**config.mk**
```make
export PLATFORM = sky130hd
export DESIGN_NAME = decodeStage_flat
export DESIGN_NICKNAME = d
export VERILOG_FILES = /design/src/design/pipePkg.sv /design/src/design/hazardUnit.sv /design/src/design/decodeStage.sv /design/src/flat_wrapper.sv
export SDC_FILE = /design/constraint.sdc
export NUM_CORES = 1
export LEC_CHECK = 0
export ABC_CLOCK_PERIOD_IN_PS = 4600
export BUFFER_PORTS_ARGS = -buffer_cell sky130_fd_sc_hd__buf_2
export CAP_MARGIN = 25
export CORE_AREA = 2 2 136 138
export CTS_BUF_LIST = sky130_fd_sc_hd__clkbuf_16
export DETAILED_ROUTE_END_ITERATION = 10
export DIE_AREA = 0 0 138 140
export GPL_ROUTABILITY_DRIVEN = 1
export HOLD_SLACK_MARGIN = 0.08
export PLACE_DENSITY = 0.69
export SYNTH_ARGS = -nofsm -noshare
export SYNTH_HDL_FRONTEND = slang
export SYNTH_SLANG_ARGS = --single-unit
```
**constraint.sdc**
```tcl
create_clock -name clk -period 4.6 [get_ports clk]
set_clock_uncertainty 0.1 [all_clocks]
set_input_delay 0.69 -clock clk [delete_from_list [all_inputs] [get_ports clk]]
set_output_delay 0.69 -clock clk [all_outputs]
set_load 0.02 [all_outputs]
```
**src/design/pipePkg.sv**
```systemverilog
//////////////////////////////////////////////////////////////////////
// shared types of the five-stage core: widths, command classes,
// ALU operations, forwarding selects, opcodes and instruction formats
//////////////////////////////////////////////////////////////////////
package pipePkg;

	localparam int xlen = 32;
	localparam int regBits = 5;

	typedef logic [xlen-1:0] dataWord;
	typedef logic [regBits-1:0] regIdx;

	// command class seen by the hazard unit
	typedef enum logic [1:0] {
		cmdOther = 2'b00,
		cmdJmp = 2'b01,
		cmdSw = 2'b10,
		cmdLw = 2'b11
	} cmdClass;

	typedef enum logic [2:0] {aluAdd, aluSub, aluAnd, aluOr} aluOp;

	typedef enum logic [1:0] {fwdNone, fwdMem, fwdWb} fwdSel;

	localparam logic [6:0] opLoad = 7'b0000011;
	localparam logic [6:0] opStore = 7'b0100011;
	localparam logic [6:0] opOp = 7'b0110011;
	localparam logic [6:0] opOpImm = 7'b0010011;
	localparam logic [6:0] opBranch = 7'b1100011;
	localparam logic [6:0] opJal = 7'b1101111;

	typedef struct packed {
		logic [6:0] funct7;
		regIdx rs2;
		regIdx rs1;
		logic [2:0] funct3;
		regIdx rd;
		logic [6:0] opcode;
	} rFormat;

	typedef struct packed {
		logic [11:0] imm;
		regIdx rs1;
		logic [2:0] funct3;
		regIdx rd;
		logic [6:0] opcode;
	} iFormat;

	typedef struct packed {
		logic [6:0] immHi;
		regIdx rs2;
		regIdx rs1;
		logic [2:0] funct3;
		logic [4:0] immLo;
		logic [6:0] opcode;
	} sFormat;

	// branch offset is scattered, bit 0 implied
	typedef struct packed {
		logic imm12;
		logic [5:0] imm10to5;
		regIdx rs2;
		regIdx rs1;
		logic [2:0] funct3;
		logic [3:0] imm4to1;
		logic imm11;
		logic [6:0] opcode;
	} bFormat;

	typedef struct packed {
		logic imm20;
		logic [9:0] imm10to1;
		logic imm11;
		logic [7:0] imm19to12;
		regIdx rd;
		logic [6:0] opcode;
	} jFormat;

	typedef union packed {
		rFormat r;
		iFormat i;
		sFormat s;
		bFormat b;
		jFormat j;
	} instrWord;

endpackage
```
**src/design/hazardUnit.sv**
```systemverilog
//////////////////////////////////////////////////////////////////////
// stage control and stage info interfaces, and the hazard unit:
// forwarding selects, load-use stall, branch flush, system freeze
//////////////////////////////////////////////////////////////////////
interface stageCtrlIf;
	import pipePkg::*;

	logic holdF;
	logic holdD;
	logic holdE;
	logic holdM;
	logic holdW;
	logic flushD;
	logic flushE;
	logic bubbleE;
	fwdSel fwdA;
	fwdSel fwdB;

	modport hazard (
		output holdF, holdD, holdE, holdM, holdW,
		output flushD, flushE, bubbleE, fwdA, fwdB
	);
	modport stage (
		input holdF, holdD, holdE, holdM, holdW,
		input flushD, flushE, bubbleE, fwdA, fwdB
	);
endinterface

interface stageInfoIf;
	import pipePkg::*;

	cmdClass cmdD;
	regIdx rs1D;
	regIdx rs2D;
	cmdClass cmdE;
	regIdx rdE;
	regIdx rs1E;
	regIdx rs2E;
	logic takenE;
	cmdClass cmdM;
	regIdx rdM;
	logic weM;
	regIdx rdW;
	logic weW;

	modport decode (output cmdD, rs1D, rs2D);
	modport execute (output cmdE, rdE, rs1E, rs2E, takenE);
	modport memory (output cmdM, rdM, weM, rdW, weW);
	modport hazard (
		input cmdD, rs1D, rs2D, cmdE, rdE, rs1E, rs2E, takenE,
		input cmdM, rdM, weM, rdW, weW
	);
endinterface


```
**src/design/decodeStage.sv**
```systemverilog
//////////////////////////////////////////////////////////////////////
// decode through the format union, immediates, jal redirect
// and the decode-to-execute register
//////////////////////////////////////////////////////////////////////
module decodeStage (
	input logic clk,
	input logic reset,
	input pipePkg::dataWord instrD,
	input pipePkg::dataWord pcD,
	input logic validD,
	stageCtrlIf.stage ctrl,
	stageInfoIf.decode info,
	output pipePkg::regIdx rs1,
	output pipePkg::regIdx rs2,
	input pipePkg::dataWord rd1,
	input pipePkg::dataWord rd2,
	output logic jalTaken,
	output pipePkg::dataWord jalTarget,
	output pipePkg::aluOp opE,
	output pipePkg::dataWord aE,
	output pipePkg::dataWord bE,
	output pipePkg::dataWord immE,
	output pipePkg::dataWord pcE,
	output pipePkg::regIdx rdE,
	output pipePkg::regIdx rs1E,
	output pipePkg::regIdx rs2E,
	output logic weE,
	output logic immSelE,
	output logic isLoadE,
	output logic isStoreE,
	output logic isBranchE,
	output logic isJalE,
	output logic validE
);
	import pipePkg::*;

	instrWord word;
	logic jalKill;
	logic live;
	logic keep;
	aluOp op;
	dataWord imm;
	regIdx rd;
	logic we;
	logic immSel;
	logic isLoad;
	logic isStore;
	logic isBranch;
	logic isJal;

	assign word = instrD;
	// slot right after a jal is wrong path
	assign live = validD & ~jalKill;

	always_comb begin
		op = aluAdd;
		imm = '0;
		rs1 = '0;
		rs2 = '0;
		rd = '0;
		we = 1'b0;
		immSel = 1'b0;
		isLoad = 1'b0;
		isStore = 1'b0;
		isBranch = 1'b0;
		isJal = 1'b0;
		if (live) begin
			case (word.r.opcode)
				opOp: begin
					rs1 = word.r.rs1;
					rs2 = word.r.rs2;
					rd = word.r.rd;
					we = 1'b1;
					case (word.r.funct3)
						3'b111: op = aluAnd;
						3'b110: op = aluOr;
						default: op = word.r.funct7[5] ? aluSub : aluAdd;
					endcase
				end
				opOpImm, opLoad: begin
					rs1 = word.i.rs1;
					rd = word.i.rd;
					imm = {{20{word.i.imm[11]}}, word.i.imm};
					immSel = 1'b1;
					we = 1'b1;
					isLoad = (word.i.opcode == opLoad);
				end
				opStore: begin
					rs1 = word.s.rs1;
					rs2 = word.s.rs2;
					imm = {{20{word.s.immHi[6]}}, word.s.immHi, word.s.immLo};
					immSel = 1'b1;
					isStore = 1'b1;
				end
				opBranch: begin
					rs1 = word.b.rs1;
					rs2 = word.b.rs2;
					imm = {{19{word.b.imm12}}, word.b.imm12, word.b.imm11,
						word.b.imm10to5, word.b.imm4to1, 1'b0};
					isBranch = 1'b1;
				end
				opJal: begin
					rd = word.j.rd;
					imm = {{11{word.j.imm20}}, word.j.imm20, word.j.imm19to12,
						word.j.imm11, word.j.imm10to1, 1'b0};
					we = 1'b1;
					isJal = 1'b1;
				end
				default: ;
			endcase
		end
	end

	assign info.cmdD = isLoad ? cmdLw : isStore ? cmdSw : (isJal | isBranch) ? cmdJmp : cmdOther;
	assign info.rs1D = rs1;
	assign info.rs2D = rs2;

	// a jal on a flushed path must not steer fetch
	assign jalTaken = isJal & ~ctrl.flushD;
	assign jalTarget = pcD + imm;

	always_ff @(posedge clk) begin
		if (reset) begin
			jalKill <= 1'b0;
		end else if (!ctrl.holdD) begin
			jalKill <= jalTaken;
		end
	end

	assign keep = ~(ctrl.bubbleE | ctrl.flushE);

	always_ff @(posedge clk) begin
		if (reset) begin
			validE <= 1'b0;
			weE <= 1'b0;
			immSelE <= 1'b0;
			isLoadE <= 1'b0;
			isStoreE <= 1'b0;
			isBranchE <= 1'b0;
			isJalE <= 1'b0;
		end else if (ctrl.bubbleE || !ctrl.holdE) begin
			validE <= live & keep;
			weE <= we & keep;
			immSelE <= immSel & keep;
			isLoadE <= isLoad & keep;
			isStoreE <= isStore & keep;
			isBranchE <= isBranch & keep;
			isJalE <= isJal & keep;
		end
	end

	always_ff @(posedge clk) begin
		if (ctrl.bubbleE || !ctrl.holdE) begin
			opE <= op;
			aE <= rd1;
			bE <= rd2;
			immE <= imm;
			pcE <= pcD;
			rdE <= rd;
			rs1E <= rs1;
			rs2E <= rs2;
		end
	end

endmodule

```
**src/flat_wrapper.sv**
```systemverilog
// flat-port wrapper written by rule: the top's interface ports become plain ports
module decodeStage_flat import pipePkg::*;
  (clk, reset, instrD, pcD, validD, rs1, rs2, rd1, rd2, jalTaken, jalTarget, opE, aE, bE, immE, pcE, rdE, rs1E, rs2E, weE, immSelE, isLoadE, isStoreE, isBranchE, isJalE, validE, ctrl_holdF, ctrl_holdD, ctrl_holdE, ctrl_holdM, ctrl_holdW, ctrl_flushD, ctrl_flushE, ctrl_bubbleE, ctrl_fwdA, ctrl_fwdB, info_cmdD, info_rs1D, info_rs2D);
  stageCtrlIf ctrl_i ();
  stageInfoIf info_i ();
  input logic clk;
  input logic reset;
  input pipePkg::dataWord instrD;
  input pipePkg::dataWord pcD;
  input logic validD;
  output pipePkg::regIdx rs1;
  output pipePkg::regIdx rs2;
  input pipePkg::dataWord rd1;
  input pipePkg::dataWord rd2;
  output logic jalTaken;
  output pipePkg::dataWord jalTarget;
  output pipePkg::aluOp opE;
  output pipePkg::dataWord aE;
  output pipePkg::dataWord bE;
  output pipePkg::dataWord immE;
  output pipePkg::dataWord pcE;
  output pipePkg::regIdx rdE;
  output pipePkg::regIdx rs1E;
  output pipePkg::regIdx rs2E;
  output logic weE;
  output logic immSelE;
  output logic isLoadE;
  output logic isStoreE;
  output logic isBranchE;
  output logic isJalE;
  output logic validE;
  input wire logic [$bits(ctrl_i.holdF)-1:0] ctrl_holdF;
  input wire logic [$bits(ctrl_i.holdD)-1:0] ctrl_holdD;
  input wire logic [$bits(ctrl_i.holdE)-1:0] ctrl_holdE;
  input wire logic [$bits(ctrl_i.holdM)-1:0] ctrl_holdM;
  input wire logic [$bits(ctrl_i.holdW)-1:0] ctrl_holdW;
  input wire logic [$bits(ctrl_i.flushD)-1:0] ctrl_flushD;
  input wire logic [$bits(ctrl_i.flushE)-1:0] ctrl_flushE;
  input wire logic [$bits(ctrl_i.bubbleE)-1:0] ctrl_bubbleE;
  input wire logic [$bits(ctrl_i.fwdA)-1:0] ctrl_fwdA;
  input wire logic [$bits(ctrl_i.fwdB)-1:0] ctrl_fwdB;
  output wire logic [$bits(info_i.cmdD)-1:0] info_cmdD;
  output wire logic [$bits(info_i.rs1D)-1:0] info_rs1D;
  output wire logic [$bits(info_i.rs2D)-1:0] info_rs2D;
  assign ctrl_i.holdF = ctrl_holdF;
  assign ctrl_i.holdD = ctrl_holdD;
  assign ctrl_i.holdE = ctrl_holdE;
  assign ctrl_i.holdM = ctrl_holdM;
  assign ctrl_i.holdW = ctrl_holdW;
  assign ctrl_i.flushD = ctrl_flushD;
  assign ctrl_i.flushE = ctrl_flushE;
  assign ctrl_i.bubbleE = ctrl_bubbleE;
  assign ctrl_i.fwdA = ctrl_fwdA;
  assign ctrl_i.fwdB = ctrl_fwdB;
  assign info_cmdD = info_i.cmdD;
  assign info_rs1D = info_i.rs1D;
  assign info_rs2D = info_i.rs2D;
  decodeStage u_core (.clk(clk), .reset(reset), .instrD(instrD), .pcD(pcD), .validD(validD), .ctrl(ctrl_i), .info(info_i), .rs1(rs1), .rs2(rs2), .rd1(rd1), .rd2(rd2), .jalTaken(jalTaken), .jalTarget(jalTarget), .opE(opE), .aE(aE), .bE(bE), .immE(immE), .pcE(pcE), .rdE(rdE), .rs1E(rs1E), .rs2E(rs2E), .weE(weE), .immSelE(immSelE), .isLoadE(isLoadE), .isStoreE(isStoreE), .isBranchE(isBranchE), .isJalE(isJalE), .validE(validE));
endmodule
```
==> metrics.yaml, run 1 <==
cts:
  clk-insertion-delay-late_ps: 420
  cts_tree: "done"
  cts.sinks: 142
  clockBufferDepth: 2
  cts.clk_slew.worst_paths_ps: 70
  clock-root-buffer: "clkbuf_16"
  numCtsBuffers: 17
  htreeDepth: 4
timing:
  relSlewSlack_pct: 51.3
  fmaxAchievable_mhz: 211
  setup_tns_ps: -862
  setup_viol: 9
  worst_pin_slew_ps: 723
  rsz0062_at_grt: "yes"
  post-route-period-util_pct: 103
  hold_viol: 0
  fin_crit_ps: 4740
  fin_ws_ps: -139
  slew_viol_final: 0
synth:
  ys_warn_count: 0
  syn-cell-area_um2: 6390
  seq_area_frac_synth_pct: 65.5
  async_flop_share_pct: 0
  synth_area_leaders: "edfxtp_1 63%, ha_1 3.9%, xnor2_1 2.9%"
  synth_edf_count: 134
  yosysTopAreaCellShare_pct: 63.0
  synth_largest_area_cell: "edfxtp_1"
  ys_ff_latch: 142
  synth_nets: 643
  syn_inst: 479
  synth_cell_type_count: 54
  syn_area_per_cell_um2: 13.3
  synth_ff_type: "edfxtp_1"
run_status:
  run_status: "finished with violations"
  violations: "negative setup slack"
placed_design:
  place.port_buffers: 342
  dp_slack_ps: -555
  gp_congestion: 0.877
  dp_hpwl_um: 15100
global_routing:
  grt_max_degree: 114
  first_global_vias: 5319
  grt_pass1_wl_um: 29600
  grt.total_usage_pct: 19.7
  overflow: 0
  antenna_found_initial: 5
cells_and_area:
  n_fill_cell: 1491
  drive_gt1_share_pct: 60.2
  nets: 1072
  finish.utilization_pct: 57.1
  synthToLayoutAreaGrowth_pct: 59.0
route:
  wl_um: 20000
  drc: 0
  drt_iter0_markers: 256
  wl_per_cell_um: 17.3
  num_vias: 5506
  first_pass_iters: 5
  drtAntennaViolNets: 0
  viasPerCell: 4.77
die:
  die-width_um: 138
  die_area_um2: 19300
  coreArea_um2: 17800
  start_util_pct: 35.9
  die_y_um: 140
  pin_count: 351
  rows: 49
worst_setup_path:
  critPathMaxFanout: 4
  critPathKind: "primary input to primary output"
  r2r_slack_ps: 2590
  startpoint_type: "primary input"
  cp.required_ps: 3810
  cp-end-kind: "primary output"
  reg2reg_depth: 7
  r2r-start: "u_core.jalKill"
  cp_data_arrival_time_ps: 3950
  rr_endpoint: "u_core.isLoadE"
power_and_ir_drop:
  p_per_area_nw_per_um2: 336
  leakage_nw: 4.69
  vdd_ir_drop_max_mv: 0.258
  total_power_mw: 3.41
hold_path:
  hp-start: "rd2[17]"
  hold_depth: 1
  min_to: "u_core.bE[17]"
  hold_class: "primary input to register"
flow_run:
  drv_cap: 0
## worst max path at each step
stage                          from            end  slack (ps)  depth (start not counted)
after floorplan           instrD[5]  jalTarget[28]         -70                         18
after global placement    instrD[3]  jalTarget[30]        -480                         18
after detailed placement  instrD[3]  jalTarget[27]        -550                         18
after CTS                 instrD[5]  jalTarget[24]        -160                         19
after global routing      instrD[3]  jalTarget[31]        -290                         20
final                     instrD[3]  jalTarget[27]        -140                         21
## registers in the layout, summed over array words and instances, names as in the netlist, 2 cells and up
signal / count
u_core.aE: 32
u_core.bE: 32
u_core.immE: 21
u_core.opE: 2
u_core.pcE: 32
u_core.rdE: 5
u_core.rs1E: 5
u_core.rs2E: 5
## cells in the mapped netlist, types with 5 or more instances
master,count
o21ai_0,10
dfxtp_1,8
xnor2_1,21
inv_1,7
buf_4,23
nor3_1,14
nand2_1,25
ha_1,20
a21oi_1,33
o211ai_1,6
a211oi_1,5
edfxtp_1,134
and3_1,11
a21o_1,8
nor2_1,33
nand3_1,9
a22oi_1,8
or3_1,6
xor2_1,10
clkbuf_1,7
nor2b_1,8
and2_1,21
## layer usage
metal | up-vias | GRT usage [%] | share of wire, %
met3 | 46 | 6.05 | 7.3
met2 | 249 | 33.1 | 50
met5 | - | 0 | 0.065
met4 | 2 | 9.29 | 3.3
li1 | 2641 | - | -
met1 | 2568 | 23.2 | 39
## timing repair
item / in CTS / in global routing
setup endpoints to repair: 18 / 18
hold buffers: 0 / 0
buffers inserted: 10 / 7
gates resized for setup: 77 / 34
pin swaps: 21 / 33
## cells by family (layout without fill, tap and decap cells)
family / Yosys count / after routing / share of synthesized area, %
mux: 2 / 2 / 0.313
other cells: 1 / 5 / 0.0587
flops: 142 / 142 / 65.5
compound gates: 92 / 92 / 9.40
xor+xnor: 31 / 31 / 4.25
buf+inv: 43 / 485 / 4.05
simple gates: 147 / 147 / 12.2
fa+ha+maj: 21 / 21 / 4.23
## cell usage in the layout (no fill, tap or decap), types with 7 or more instances in the layout
cell type / netlist / layout
nor2_1: 33 / 27
a21o_1: 8 / 8
a21oi_1: 33 / 21
ha_1: 20 / 15
edfxtp_1: 134 / 134
buf_6: 1 / 17
dfxtp_1: 8 / 8
nand2_1: 25 / 24
and2_1: 21 / 21
buf_2: 3 / 325
and3_1: 11 / 9
inv_6: 0 / 8
buf_4: 23 / 99
nor2b_1: 8 / 7
nor3_1: 14 / 12
a21oi_2: 0 / 10
clkbuf_16: 0 / 17
xnor2_1: 21 / 15
## worst max-delay path, cell delays in order
cell      delay, ps
buf_8           100
nor2_4          110
nand3_2         100
or2_4           280
buf_6           140
a21oi_4         160
buf_6           130
a22oi_2          50
a21oi_2         260
ha_4            190
nand3_1         100
nor2_2          130
buf_4           150
nand4_1         180
buf_4           200
nand4b_1        150
o311ai_4        130
o211ai_1        190
a41oi_2         200
xnor2_2         160
buf_4           150
## power breakdown
group          total, mW  leakage (nW)  switching (mW)  internal [mW]
clock               1.35         0.276           0.587          0.759
combinational      0.520          2.96           0.328          0.192
sequential          1.54          1.46          0.0252           1.52
## final cells by class
type / instances / area (µm²) / share of cell area [%]
inverters: 8 / 35.0 / 0.345
clock buffers: 17 / 425 / 4.19
multi-input cells: 294 / 2430 / 23.9
flip-flops and latches: 142 / 4180 / 41.2
well taps: 229 / 287 / 2.82
repair buffers: 445 / 2640 / 26.0
clock inverters: 15 / 148 / 1.45
diodes: 4 / 10.0 / 0.0985
## per-stage QoR
step | hold WS, ps | std cells | instance area (µm²)
after floorplan | 378 | 479 | 6510
after global placement | 364 | 1101 | 8930
after detailed placement | 377 | 1102 | 8930
after CTS | 323 | 1143 | 9910
after global routing | 313 | 1153 | 10200
final | 332 | 1154 | 10200
(Power assumes the default switching activity.)
==> inputs of run 2 (changes only) <==
- ABC_AREA: default -> 1
- PLACE_DENSITY: 0.69 -> 0.73
==> run 2 against run 1 <==
  * Critical path type unchanged
  * First-iteration DRC count up 79%
  * Design area decreased by 5.9%
  * Fmax increased by 8.8%
  * Global-route usage increased by 2.8 points
  * Clock power up 4%
  * Die area did not move
  * Combinational power about the same
  * Synthesized area is 8.5% higher
  * Power increased by 2.0%
  * Synthesized cell count increased by 38%
  * The run now ends clean
  * Critical endpoint is now jalTarget[31]
==> metrics.yaml, run 2 <==
run_status:
  run_status: "finished clean"  # was finished with violations
synth:
  synth_ff_type: "edfxtp_1"  # unchanged
  synth_cell_type_count: 37  # was 54
  async_flop_share_pct: 0  # unchanged
  syn-cell-area_um2: 6930  # was 6390 µm²
  synth_edf_count: 134  # unchanged
  seq_area_frac_synth_pct: 60.4  # was 65.5%
  synth_area_leaders: "edfxtp_1 58%, nand2_1 7.1%, inv_1 4.0%"  # was edfxtp_1 63%, ha_1 3.9%, xnor2_1 2.9%
  synth_largest_area_cell: "edfxtp_1"  # unchanged
  ys_warn_count: 0  # unchanged
  yosysMostFrequentCell: "edfxtp_1"  # unchanged
  synth_nets: 826  # was 643
  ys_ff_latch: 142  # unchanged
  netlist_top_cells_count: "134 x edfxtp_1, 131 x nand2_1, 74 x inv_1, 74 x nor2_1, 44 x a21oi_1"  # was 134 x edfxtp_1, 33 x a21oi_1, 33 x nor2_1
  syn_inst: 662  # was 479
  yosysTopAreaCellShare_pct: 58.1  # was 63.0%
  syn_area_per_cell_um2: 10.5  # was 13.3 µm²
cells_and_area:
  reg_top3: "u_core.aE: 32 flops, u_core.bE: 32 flops, u_core.pcE: 32 flops"  # unchanged
  n_fill_cell: 1621  # was 1491
  drive_gt1_share_pct: 44.3  # was 60.2%
  finish.utilization_pct: 53.8  # was 57.1%
  final_cell_mix: "342 x buf_2, 134 x edfxtp_1, 129 x nand2_1, 73 x inv_1, 64 x nor2_1"  # was 325 x buf_2, 134 x edfxtp_1, 99 x buf_4, 27 x nor2_1, 24 x nand2_1
  synthToLayoutAreaGrowth_pct: 37.9  # was 59.0%
  stdcell_area_um2: 9560  # was 10200 µm²
  nets: 1174  # was 1072
  final_common_cell: "buf_2"  # unchanged
  layout.cells.non_filler: 1254  # was 1154
die:
  die-width_um: 138  # unchanged
  start_util_pct: 39.0  # was 35.9%
  die_area_um2: 19300  # unchanged
  pin_count: 351  # unchanged
  die_y_um: 140  # unchanged
  rows: 49  # unchanged
  coreArea_um2: 17800  # unchanged
global_routing:
  antenna_found_initial: 3  # was 5
  first_global_vias: 5779  # was 5319
  grt_max_degree: 71  # was 114
  grt.total_usage_pct: 22.5  # was 19.7%
  overflow: 0  # unchanged
  grt_pass1_wl_um: 32900  # was 29600 µm
timing:
  fmaxAchievable_mhz: 230  # was 211 MHz
  fin_ws_ps: 243  # was -139 ps
  relSlewSlack_pct: 44.9  # was 51.3%
  post-route-period-util_pct: 94.7  # was 103%
  hold_viol: 0  # unchanged
  worst_hold_slack_ps: 330  # was 332 ps
  setup_tns_ps: 0  # was -862 ps
  slew_viol_final: 0  # unchanged
  worst_pin_slew_ps: 827  # was 723 ps
  fin_crit_ps: 4360  # was 4740 ps
  setup_viol: 0  # was 9
placed_design:
  dp_hpwl_um: 17500  # was 15100 µm
  gp_congestion: 0.918  # was 0.877
  dp_slack_ps: 72.5  # was -555 ps
  dp_cells: 1217  # was 1102
  placed_cell_area_um2: 8820  # was 8930 µm²
  place.port_buffers: 342  # unchanged
route:
  drtAntennaViolNets: 0  # unchanged
  first_pass_iters: 5  # unchanged
  viasPerCell: 4.85  # was 4.77
  num_vias: 6083  # was 5506
  wl_per_cell_um: 18.0  # was 17.3 µm
  wl_um: 22500  # was 20000 µm
  drt_iter0_markers: 457  # was 256
  drc: 0  # unchanged
worst_setup_path:
  startpoint_type: "primary input"  # unchanged
  critPathMaxFanout: 8  # was 4
  cp.required_ps: 3810  # about the same
  cp-end-kind: "primary output"  # unchanged
  critPathKind: "primary input to primary output"  # unchanged
  cp_data_arrival_time_ps: 3570  # was 3950 ps
cts:
  clk-insertion-delay-late_ps: 430  # was 420 ps
  cts.clk_slew.worst_paths_ps: 70  # about the same
  cts.sinks: 142  # unchanged
  clockBufferDepth: 2  # unchanged
  htreeDepth: 4  # unchanged
  numCtsBuffers: 17  # unchanged
  clock-root-buffer: "clkbuf_16"  # unchanged
  cts_tree: "done"  # unchanged
  holdBufCountCts: 0  # unchanged
power_and_ir_drop:
  vdd_ir_drop_max_mv: 0.242  # was 0.258 mV
  p_per_area_nw_per_um2: 364  # was 336 nW/µm²
  leakage_nw: 4.73  # was 4.69 nW
  total_power_mw: 3.48  # was 3.41 mW
flow_run:
  drv_cap: 0  # unchanged
hold_path:
  hold_class: "primary input to register"  # unchanged
## run 2: cell types whose count changed in the layout (fill, tap and decap cells not counted), sizes merged, moves of 15 or more
cell   before  now
inv        16   91
nand3      10   25
buf       445  357
and2       21    0
nor2       33   84
nand2      26  146
## run 2: worst max-delay path, cell delays in order
cell and delay (ps):
buf_2 100, nand2_1 120, inv_2 70, nand3_1 130, nor2_2 60, nor2_1 140, a21boi_1 80, buf_4 170
a21oi_1 180, nor2_2 90, ha_1 360, nand2_1 80, inv_1 70, nand2_1 70, nor3_1 190, nand4_1 150
nand3_1 160, nand3_1 110, nand3_2 110, nand2_1 90, nand2_1 60, nand2_1 50, nand2_1 50, buf_2 160
## run 2: logic make-up (layout without fill, tap and decap cells)
kind of cell,after synthesis,after routing,synth area share [%]
XOR/XNOR,24,24,3.03
flip-flops,142,142,60.4
AO/OA/AOI/OAI,81,81,6.68
other,1,3,0.0541
AND/OR/NAND/NOR,282,282,18.6
adder cells (fa/ha/maj),21,21,3.90
buffers and inverters,111,472,7.42
## run 2: final cells by class
type / instances / area [µm²] / share of cell area [%]
Sequential cell: 142 / 4180 / 43.8
Antenna cell: 2 / 5.00 / 0.0523
Multi-Input combinational cell: 409 / 2350 / 24.5
Clock buffer: 17 / 425 / 4.45
Timing Repair Buffer: 357 / 1820 / 19.1
Tap cell: 229 / 287 / 3.00
Inverter: 83 / 317 / 3.31
Clock inverter: 15 / 173 / 1.81
## run 2: final timing paths
kind             startpoint               to  slack [ps]  cells after the start
max               instrD[1]    jalTarget[31]         240                     24
max reg2reg  u_core.jalKill  u_core.immE[30]        2910                      4
min reg2reg   u_core.validE    u_core.validE         370                      2
min                 rd2[14]    u_core.bE[14]         330                      1
## run 2: what timing repair did
action | 4_1_cts | 5_1_grt
resized for setup | 0 | 31
setup buffers | 0 | 3
setup endpoints to repair | 0 | 14
## run 2: power by group
group	internal (mW)	total, mW	switching, mW
registers	1.52	1.54	0.0228
logic	0.166	0.522	0.355
clock network	0.778	1.41	0.636
## run 2: routing by layer
layer	up-vias	global-route usage, %	wire (µm)	part of all wire [%]
li1	2937	-	-	-
met1	2833	26.6	8760	39
met2	276	40.5	11800	52
met3	35	4.85	1510	6.7
met4	2	8.06	471	2.1
met5	-	0	7	0.031
